--- config.mk ---
export PLATFORM = sky130hd
export DESIGN_NAME = mole_top
export DESIGN_NICKNAME = d
export VERILOG_FILES = /design/src/mole_pkg.sv /design/src/mole_top.sv /design/src/apb_status.sv /design/src/panel_format.sv /design/src/mole_lfsr.sv /design/src/game_ctrl.sv /design/src/key_decode.sv
export VERILOG_INCLUDE_DIRS = /design/src /design/src/src
export SDC_FILE = /design/constraint.sdc
export NUM_CORES = 1
export LEC_CHECK = 0
export BUFFER_PORTS_ARGS = -buffer_cell sky130_fd_sc_hd__buf_2
export CAP_MARGIN = 40
export CORE_MARGIN = 4
export CORE_UTILIZATION = 55
export CTS_CLUSTER_SIZE = 10
export DETAILED_ROUTE_END_ITERATION = 6
export PLACE_DENSITY_LB_ADDON = 0.12
export SLEW_MARGIN = 10
export SYNTH_ARGS = -nofsm -noshare
export SYNTH_HDL_FRONTEND = slang
export SYNTH_SLANG_ARGS = --single-unit
--- constraint.sdc ---
create_clock -name clk -period 8.5 [get_ports clk]
set_input_delay 1.7 -clock clk [delete_from_list [all_inputs] [get_ports clk]]
set_output_delay 1.7 -clock clk [all_outputs]
set_load 0.01 [all_outputs]
--- src/mole_consts.svh ---
`ifndef MOLE_CONSTS_SVH
`define MOLE_CONSTS_SVH

// space bar toggles the setup field
`define KEY_SPACE 9'h029

// setup defaults
`define DEFAULT_TIME_BCD 8'h30
`define DEFAULT_GOAL_BCD 8'h10

`define MOLE_SEED 9'b1_0110_0000

// ticks spent flashing the result
`define FINAL_TICKS 3'd4

`define NUMS_WIN   16'hFABC
`define NUMS_LOSE  16'hD05E
`define NUMS_BLANK 16'hFFFF

`define ADDR_STATUS 4'h0
`define ADDR_SCORE  4'h4
`define ADDR_TIME   4'h8
`define ADDR_MASK   4'hC

`endif
--- src/mole_pkg.sv ---
`default_nettype none

package mole_pkg;

  typedef logic [8:0] scan_code_t;   // bit 8 flags an extended key
  typedef logic [7:0] bcd2_t;
  typedef logic [7:0] count_t;
  typedef logic [8:0] mole_mask_t;

  typedef enum logic [1:0] {
    st_idle,
    st_setup,
    st_play,
    st_final
  } game_state_e;

  typedef struct packed {
    logic       valid;
    logic       is_digit;
    logic       is_space;
    logic [3:0] digit;
  } key_event_t;

  typedef struct packed {
    logic       valid;
    logic [3:0] idx;   // lamp 0..8
  } hit_t;

  typedef struct packed {
    game_state_e state;
    logic        field_goal;
    logic        win;
    logic        final_phase;   // flash polarity
    count_t      time_left;
    count_t      score;
    bcd2_t       time_bcd;
    bcd2_t       goal_bcd;
  } ctrl_status_t;

endpackage

`default_nettype wire

--- src/mole_top.sv ---
`timescale 1ns/1ps
`default_nettype none

module mole_top (
  input  wire                       clk,
  input  wire                       out_rst,
  input  wire                       key_valid,
  input  wire mole_pkg::scan_code_t key_code,
  input  wire                       key_make,
  input  wire                       start,
  input  wire                       tick,
  input  wire                       psel,
  input  wire                       penable,
  input  wire                       pwrite,
  input  wire [3:0]                 paddr,
  input  wire [31:0]                pwdata,
  output logic [31:0]               prdata,
  output logic                      pready,
  output logic                      pslverr,
  output logic [15:0]               led,
  output logic [15:0]               nums
);
  import mole_pkg::*;

  key_event_t   key_ev;
  hit_t         hit;
  logic         run;
  ctrl_status_t status;
  mole_mask_t   mask;

  key_decode u_key_decode (
    .clk       (clk),
    .out_rst   (out_rst),
    .key_valid (key_valid),
    .key_code  (key_code),
    .key_make  (key_make),
    .key_ev    (key_ev)
  );

  game_ctrl u_game_ctrl (
    .clk     (clk),
    .out_rst (out_rst),
    .key_ev  (key_ev),
    .start   (start),
    .tick    (tick),
    .mask    (mask),
    .hit     (hit),
    .run     (run),
    .status  (status)
  );

  mole_lfsr u_mole_lfsr (
    .clk     (clk),
    .out_rst (out_rst),
    .run     (run),
    .tick    (tick),
    .hit     (hit),
    .mask    (mask)
  );

  panel_format u_panel_format (
    .clk     (clk),
    .out_rst (out_rst),
    .status  (status),
    .mask    (mask),
    .led     (led),
    .nums    (nums)
  );

  apb_status u_apb_status (
    .clk     (clk),
    .out_rst (out_rst),
    .psel    (psel),
    .penable (penable),
    .pwrite  (pwrite),
    .paddr   (paddr),
    .pwdata  (pwdata),
    .prdata  (prdata),
    .pready  (pready),
    .pslverr (pslverr),
    .status  (status),
    .mask    (mask)
  );

endmodule

`default_nettype wire

--- src/apb_status.sv ---
`timescale 1ns/1ps
`default_nettype none

`include "mole_consts.svh"

module apb_status (
  input  wire                        clk,
  input  wire                        out_rst,
  input  wire                        psel,
  input  wire                        penable,
  input  wire                        pwrite,
  input  wire [3:0]                  paddr,
  input  wire [31:0]                 pwdata,
  output logic [31:0]                prdata,
  output logic                       pready,
  output logic                       pslverr,
  input  wire mole_pkg::ctrl_status_t status,
  input  wire mole_pkg::mole_mask_t  mask
);
  import mole_pkg::*;

  logic mapped;

  assign pready = 1'b1;   // no wait states

  always_comb begin
    mapped = 1'b1;
    case (paddr)
      `ADDR_STATUS: prdata = {28'd0, status.field_goal, status.win, status.state};
      `ADDR_SCORE:  prdata = {24'd0, status.score};
      `ADDR_TIME:   prdata = {24'd0, status.time_left};
      `ADDR_MASK:   prdata = {23'd0, mask};
      default: begin
        prdata = '0;
        mapped = 1'b0;
      end
    endcase
  end

  // decided in setup phase, shown during access
  always_ff @(posedge clk or posedge out_rst) begin
    if (out_rst)
      pslverr <= 1'b0;
    else
      pslverr <= psel && !penable && (pwrite || !mapped);
  end

endmodule

`default_nettype wire

--- src/panel_format.sv ---
`timescale 1ns/1ps
`default_nettype none

`include "mole_consts.svh"

module panel_format (
  input  wire                        clk,
  input  wire                        out_rst,
  input  wire mole_pkg::ctrl_status_t status,
  input  wire mole_pkg::mole_mask_t  mask,
  output logic [15:0]                led,
  output logic [15:0]                nums
);
  import mole_pkg::*;

  logic [15:0] led_next;
  logic [15:0] nums_next;

  // counts stay below 100 so two digits do
  function automatic bcd2_t to_bcd(input count_t v);
    return {4'((v / 8'd10) % 8'd10), 4'(v % 8'd10)};
  endfunction

  always_comb begin
    case (status.state)
      st_setup: begin
        led_next  = status.field_goal ? 16'h80FF : 16'hFF01;
        nums_next = {status.time_bcd, status.goal_bcd};
      end
      st_play: begin
        led_next  = {mask, 7'b000_0011};
        nums_next = {to_bcd(status.time_left), to_bcd(status.score)};
      end
      st_final: begin
        led_next  = status.final_phase ? 16'h0000 : 16'hFFFF;
        nums_next = status.win ? `NUMS_WIN : `NUMS_LOSE;
      end
      default: begin   // idle
        led_next  = 16'h8001;
        nums_next = `NUMS_BLANK;
      end
    endcase
  end

  always_ff @(posedge clk or posedge out_rst) begin
    if (out_rst) begin
      led  <= '0;
      nums <= `NUMS_BLANK;
    end else begin
      led  <= led_next;
      nums <= nums_next;
    end
  end

endmodule

`default_nettype wire

--- src/mole_lfsr.sv ---
`timescale 1ns/1ps
`default_nettype none

`include "mole_consts.svh"

module mole_lfsr (
  input  wire                    clk,
  input  wire                    out_rst,
  input  wire                    run,
  input  wire                    tick,
  input  wire mole_pkg::hit_t    hit,
  output mole_pkg::mole_mask_t   mask
);
  import mole_pkg::*;

  mole_mask_t mask_next;

  always_comb begin
    mask_next = mask;
    if (tick) begin
      // rotate right with taps at 6, 5 and 3
      mask_next = {mask[0], mask[8], mask[7] ^ mask[0], mask[6] ^ mask[0], mask[5],
                   mask[4] ^ mask[0], mask[3], mask[2], mask[1]};
    end
    if (hit.valid)
      mask_next[hit.idx] = 1'b0;   // whacked lamp goes dark
  end

  always_ff @(posedge clk or posedge out_rst) begin
    if (out_rst)
      mask <= `MOLE_SEED;
    else if (!run)
      mask <= `MOLE_SEED;
    else
      mask <= mask_next;
  end

endmodule

`default_nettype wire

--- src/game_ctrl.sv ---
`timescale 1ns/1ps
`default_nettype none

`include "mole_consts.svh"

module game_ctrl (
  input  wire                    clk,
  input  wire                    out_rst,
  input  wire mole_pkg::key_event_t key_ev,
  input  wire                    start,
  input  wire                    tick,
  input  wire mole_pkg::mole_mask_t mask,
  output mole_pkg::hit_t         hit,
  output logic                   run,
  output mole_pkg::ctrl_status_t status
);
  import mole_pkg::*;

  game_state_e state;
  logic        field_goal;
  logic        win;
  logic        final_phase;
  logic [2:0]  final_cnt;
  count_t      time_left;
  count_t      score;
  count_t      goal;
  bcd2_t       time_bcd;
  bcd2_t       goal_bcd;
  logic        play_done;
  logic [3:0]  hit_idx;

  function automatic count_t bcd_to_bin(input bcd2_t b);
    return count_t'(b[7:4]) * 8'd10 + count_t'(b[3:0]);
  endfunction

  assign run       = (state == st_play);
  assign play_done = (time_left == '0) || (score == goal);
  assign hit_idx   = 4'd9 - key_ev.digit;   // key 1 is the top lamp

  always_comb begin
    hit.idx   = hit_idx;
    hit.valid = run && !play_done && key_ev.valid && key_ev.is_digit &&
                (key_ev.digit != 4'd0) && (key_ev.digit <= 4'd9) && mask[hit_idx];
  end

  always_comb begin
    status.state       = state;
    status.field_goal  = field_goal;
    status.win         = win;
    status.final_phase = final_phase;
    status.time_left   = time_left;
    status.score       = score;
    status.time_bcd    = time_bcd;
    status.goal_bcd    = goal_bcd;
  end

  always_ff @(posedge clk or posedge out_rst) begin
    if (out_rst) begin
      state       <= st_idle;
      field_goal  <= 1'b0;
      win         <= 1'b0;
      final_phase <= 1'b0;
      final_cnt   <= '0;
      time_left   <= '0;
      score       <= '0;
      goal        <= '0;
      time_bcd    <= `DEFAULT_TIME_BCD;
      goal_bcd    <= `DEFAULT_GOAL_BCD;
    end else begin
      case (state)
        st_idle: begin
          time_bcd    <= `DEFAULT_TIME_BCD;
          goal_bcd    <= `DEFAULT_GOAL_BCD;
          score       <= '0;
          field_goal  <= 1'b0;
          win         <= 1'b0;
          final_phase <= 1'b0;
          if (start) state <= st_setup;
        end
        st_setup: begin
          if (start) begin
            time_left <= bcd_to_bin(time_bcd);
            goal      <= bcd_to_bin(goal_bcd);
            score     <= '0;
            state     <= st_play;
          end else if (key_ev.valid && key_ev.is_digit) begin
            if (field_goal) goal_bcd <= {goal_bcd[3:0], key_ev.digit};
            else time_bcd <= {time_bcd[3:0], key_ev.digit};
          end else if (key_ev.valid && key_ev.is_space) begin
            field_goal <= !field_goal;
          end
        end
        st_play: begin
          if (play_done) begin
            state       <= st_final;
            win         <= (score == goal);
            final_cnt   <= '0;
            final_phase <= 1'b0;
          end else begin
            if (tick) time_left <= time_left - 8'd1;
            if (hit.valid) score <= score + 8'd1;
          end
        end
        st_final: begin
          if (tick) begin
            final_phase <= !final_phase;
            if (final_cnt == `FINAL_TICKS - 3'd1) state <= st_idle;
            else final_cnt <= final_cnt + 3'd1;
          end
        end
        default: state <= st_idle;
      endcase
    end
  end

endmodule

`default_nettype wire

--- src/key_decode.sv ---
`timescale 1ns/1ps
`default_nettype none

`include "mole_consts.svh"

module key_decode (
  input  wire                  clk,
  input  wire                  out_rst,
  input  wire                  key_valid,
  input  wire mole_pkg::scan_code_t key_code,
  input  wire                  key_make,
  output mole_pkg::key_event_t key_ev
);
  import mole_pkg::*;

  scan_code_t held_code;   // 0 when nothing is held
  key_event_t ev_next;
  logic       new_press;

  assign new_press = key_valid && key_make && (key_code != held_code);

  // main row and keypad both give digits
  always_comb begin
    ev_next          = '0;
    ev_next.valid    = new_press;
    ev_next.is_digit = 1'b1;
    case (key_code)
      9'h045, 9'h070: ev_next.digit = 4'd0;
      9'h016, 9'h069: ev_next.digit = 4'd1;
      9'h01E, 9'h072: ev_next.digit = 4'd2;
      9'h026, 9'h07A: ev_next.digit = 4'd3;
      9'h025, 9'h06B: ev_next.digit = 4'd4;
      9'h02E, 9'h073: ev_next.digit = 4'd5;
      9'h036, 9'h074: ev_next.digit = 4'd6;
      9'h03D, 9'h06C: ev_next.digit = 4'd7;
      9'h03E, 9'h075: ev_next.digit = 4'd8;
      9'h046, 9'h07D: ev_next.digit = 4'd9;
      default:        ev_next.is_digit = 1'b0;
    endcase
    ev_next.is_space = (key_code == `KEY_SPACE);
  end

  always_ff @(posedge clk or posedge out_rst) begin
    if (out_rst) begin
      held_code <= '0;
      key_ev    <= '0;
    end else begin
      key_ev <= ev_next;
      if (new_press)
        held_code <= key_code;
      else if (key_valid && !key_make)
        held_code <= '0;   // any break releases
    end
  end

endmodule

`default_nettype wire

==> results.json <==
{
  "period_needed_ns": 4.50,
  "critPathLaunchType": "primary input",
  "cp.arrival_ns": 2.80,
  "clkSinkCount": 102,
  "clk_pin_slew_ns": 0.08,
  "cpMostUsedCell": "buf_2",
  "cts_tree": "built",
  "clockBufferDepth": 2,
  "vias": 6781,
  "power_density_mw_per_mm2": 287,
  "cts_root_buffer": "clkbuf_16",
  "netlist_area_mm2": 0.00795,
  "post-route-period-util_pct": 52.9,
  "crit_path_top_delay_cell": "mux4_2",
  "p_leak_nw": 3.62,
  "p_total_mw": 2.42,
  "yosysMostFrequentCell": "nand2_1",
  "synth_area_leaders": "dfrtp_1 (25%), dfstp_2 (7.3%), ha_1 (5.4%), nand2_1 (4.3%), o21ai_0 (4.2%)",
  "finalWeightedCongestion": 0.933,
  "dieArea_mm2": 0.0164,
  "path_cells": "buf_2, mux4_2, nor2b_1, buf_2",
  "grt_max_degree": 64,
  "drv_cap": 0,
  "async_reset_ff_share_pct": 100,
  "drc": 0,
  "worst-path-buf-inv": 2,
  "critPathTopFamily": "multiplexers",
  "antenna_found_initial": 0,
  "synth_edf_count": 0,
  "path_max_fanout": 11,
  "io_pins": 120,
  "yosysUniqueCellTypes": 99,
  "antenna_left": 0,
  "antenna_cells": 0,
  "die_h_um": 128,
  "ir_drop_uv": 198,
  "synth_cells": 911,
  "io_buffers": 63,
  "hp-class": "reg2reg",
  "ys_ff_latch": 102,
  "tns_ns": 0,
  "fmax_ghz": 0.222,
  "ys_seq_area_share_pct": 32.5,
  "wl_um": 20000,
  "drt_iter0_markers": 532,
  "grt_pass1_wl_um": 33300,
  "viasPerCell": 6.13,
  "hold_viol": 0,
  "dp_hpwl_um": 14700,
  "synth_area_leader_cell": "dfrtp_1",
  "cts_setup_buffers": 0,
  "worst_slew_pin_slew_ns": 0.943,
  "wl_per_cell_um": 18.1,
  "ctsResizeCount": 0,
  "slowest_delay_ns": 0.54,
  "first_pass_iters": 5,
  "grtUsageTotal_pct": 24.9,
  "nets": 1014,
  "status": "completed",
  "drive_gt1_share_pct": 16.1,
  "drv_slew": 0,
  "cp.required_ns": 6.80,
  "setup_viol": 0,
  "area_growth_pct": 5.94,
  "htree_num_levels": 3,
  "synth_top_area_share_pct": 25.2,
  "gr-total-overflow": 0,
  "slew_headroom_pct": 37.1,
  "grt_pass1_vias": 6582,
  "ys_warn_count": 0,
  "fin_worst_skew_ns": 0.0129,
  "hold_buffers": 0,
  "rsz0062_at_grt": "no",
  "rows": 43,
  "yosys-top-cells-count": "nand2_1 (91), dfrtp_1 (80), o21ai_0 (67), nor2_1 (57), a21oi_1 (50)",
  "synth_ff_type": "dfrtp_1",
  "worst_setup_path_end_kind": "output pin",
  "die_w_um": 128,
  "start_util_pct": 56.8,
  "cts_buffers": 9,
  "synth.avg_cell_area_um2": 8.72,
  "core_mm2": 0.0140,
  "path_class": "in2out",
  "clock_latency_ns": 0.36
}
## layer usage
metal / track usage (%) / vias to the layer above / wire [um]
li1: - / 3252 / -
met2: 39.3 / 198 / 9630
met3: 3.17 / 29 / 963
met5: 0 / - / 0
met1: 35.3 / 3302 / 8990
met4: 8.61 / 0 / 410
## cells in the final DEF (no fill, tap or decap), types with 5 or more instances in the layout
master / netlist / layout
nor3b_1: 5 / 5
a31oi_1: 9 / 9
inv_1: 34 / 33
o211ai_1: 15 / 15
nor4_1: 5 / 5
nor3_1: 24 / 24
a221o_1: 5 / 5
o31ai_1: 6 / 6
nand2b_1: 19 / 19
buf_4: 35 / 5
a22o_1: 14 / 14
o21a_1: 5 / 5
nand2_1: 91 / 91
a22oi_1: 10 / 10
a21oi_1: 50 / 50
mux4_2: 5 / 5
xnor2_1: 19 / 19
clkbuf_16: 0 / 9
mux2_2: 6 / 6
a211oi_1: 9 / 9
dfstp_2: 22 / 22
xor2_1: 24 / 24
o21ai_1: 10 / 10
buf_2: 15 / 63
nand4_1: 7 / 7
nor2_1: 57 / 57
nor2b_1: 20 / 20
nand3_1: 18 / 18
mux2i_1: 14 / 14
nand3b_1: 6 / 6
or3_1: 8 / 8
conb_1: 2 / 24
o22ai_1: 9 / 9
ha_1: 34 / 34
dfrtp_1: 80 / 80
a21o_1: 21 / 21
o21ai_0: 67 / 67
## final cells by class
| cell class | instances | area (um2) |
|---|---|---|
| fill | 1281 | 5570 |
| inverter | 36 | 138 |
| timing repair buffer | 69 | 380 |
| multi-input combinational | 704 | 4790 |
| tap | 180 | 225 |
| clock buffer | 10 | 239 |
| clock inverter | 6 | 63.8 |
| sequential | 102 | 2580 |
## stage by stage
step | instance area [um2] | worst slack, ns | std cells | utilization, % | hold WS, ns
3_3_place_gp | 8090 | 4.00 | 1090 | 57.8 | 0.460
6_report | 8420 | 4.00 | 1107 | 60.2 | 0.482
5_1_grt | 8420 | 3.96 | 1107 | 60.2 | 0.504
3_5_place_dp | 8110 | 3.99 | 1091 | 58.0 | 0.464
2_1_floorplan | 8030 | 4.09 | 933 | - | 0.436
4_1_cts | 8420 | 3.99 | 1107 | 60.2 | 0.482
## path summary, 6_finish.rpt
| check | from | endpoint | slack, ns | cells past startpoint |
|---|---|---|---|---|
| worst max-delay path | paddr[2] | prdata[1] | 4.00 | 4 |
| worst min-delay path | u_game_ctrl.final_phase | u_game_ctrl.final_phase | 0.48 | 1 |
| worst max register to register | u_game_ctrl.time_left[6] | u_panel_format.nums[15] | 4.68 | 14 |
| worst min register to register | u_game_ctrl.final_phase | u_game_ctrl.final_phase | 0.48 | 1 |
| max in group asynchronous | out_rst | u_panel_format.nums[9] | 6.19 | 4 |
| min in group asynchronous | out_rst | u_game_ctrl.goal[6] | 1.32 | 2 |
## state kept, by name, indices dropped and copies added (netlist names), 9 cells and up
name,cells
u_key_decode.held_code,9
u_mole_lfsr.mask,9
u_panel_format.led,12
u_panel_format.nums,16
## cell families (layout without fill, tap and decap cells)
kind of cell	after synthesis	count (layout)	synth area share, %
flip-flops	102	102	32.5
AND/OR/NAND/NOR	297	297	19.7
AO/OA/AOI/OAI	273	273	23.7
buffers and inverters	127	121	8.27
multiplexers	26	26	4.17
adder cells (fa/ha/maj)	39	39	6.49
other	2	24	0.0945
XOR/XNOR	45	45	5.15
## power breakdown
group          internal [mW]  leakage [nW]  switching (mW)
registers              0.629          1.29           0.163
logic                  0.470          2.18           0.731
clock network          0.216         0.151           0.208
total                   1.31          3.62            1.10
No activity file was read; power rests on OpenSTA's default activity.
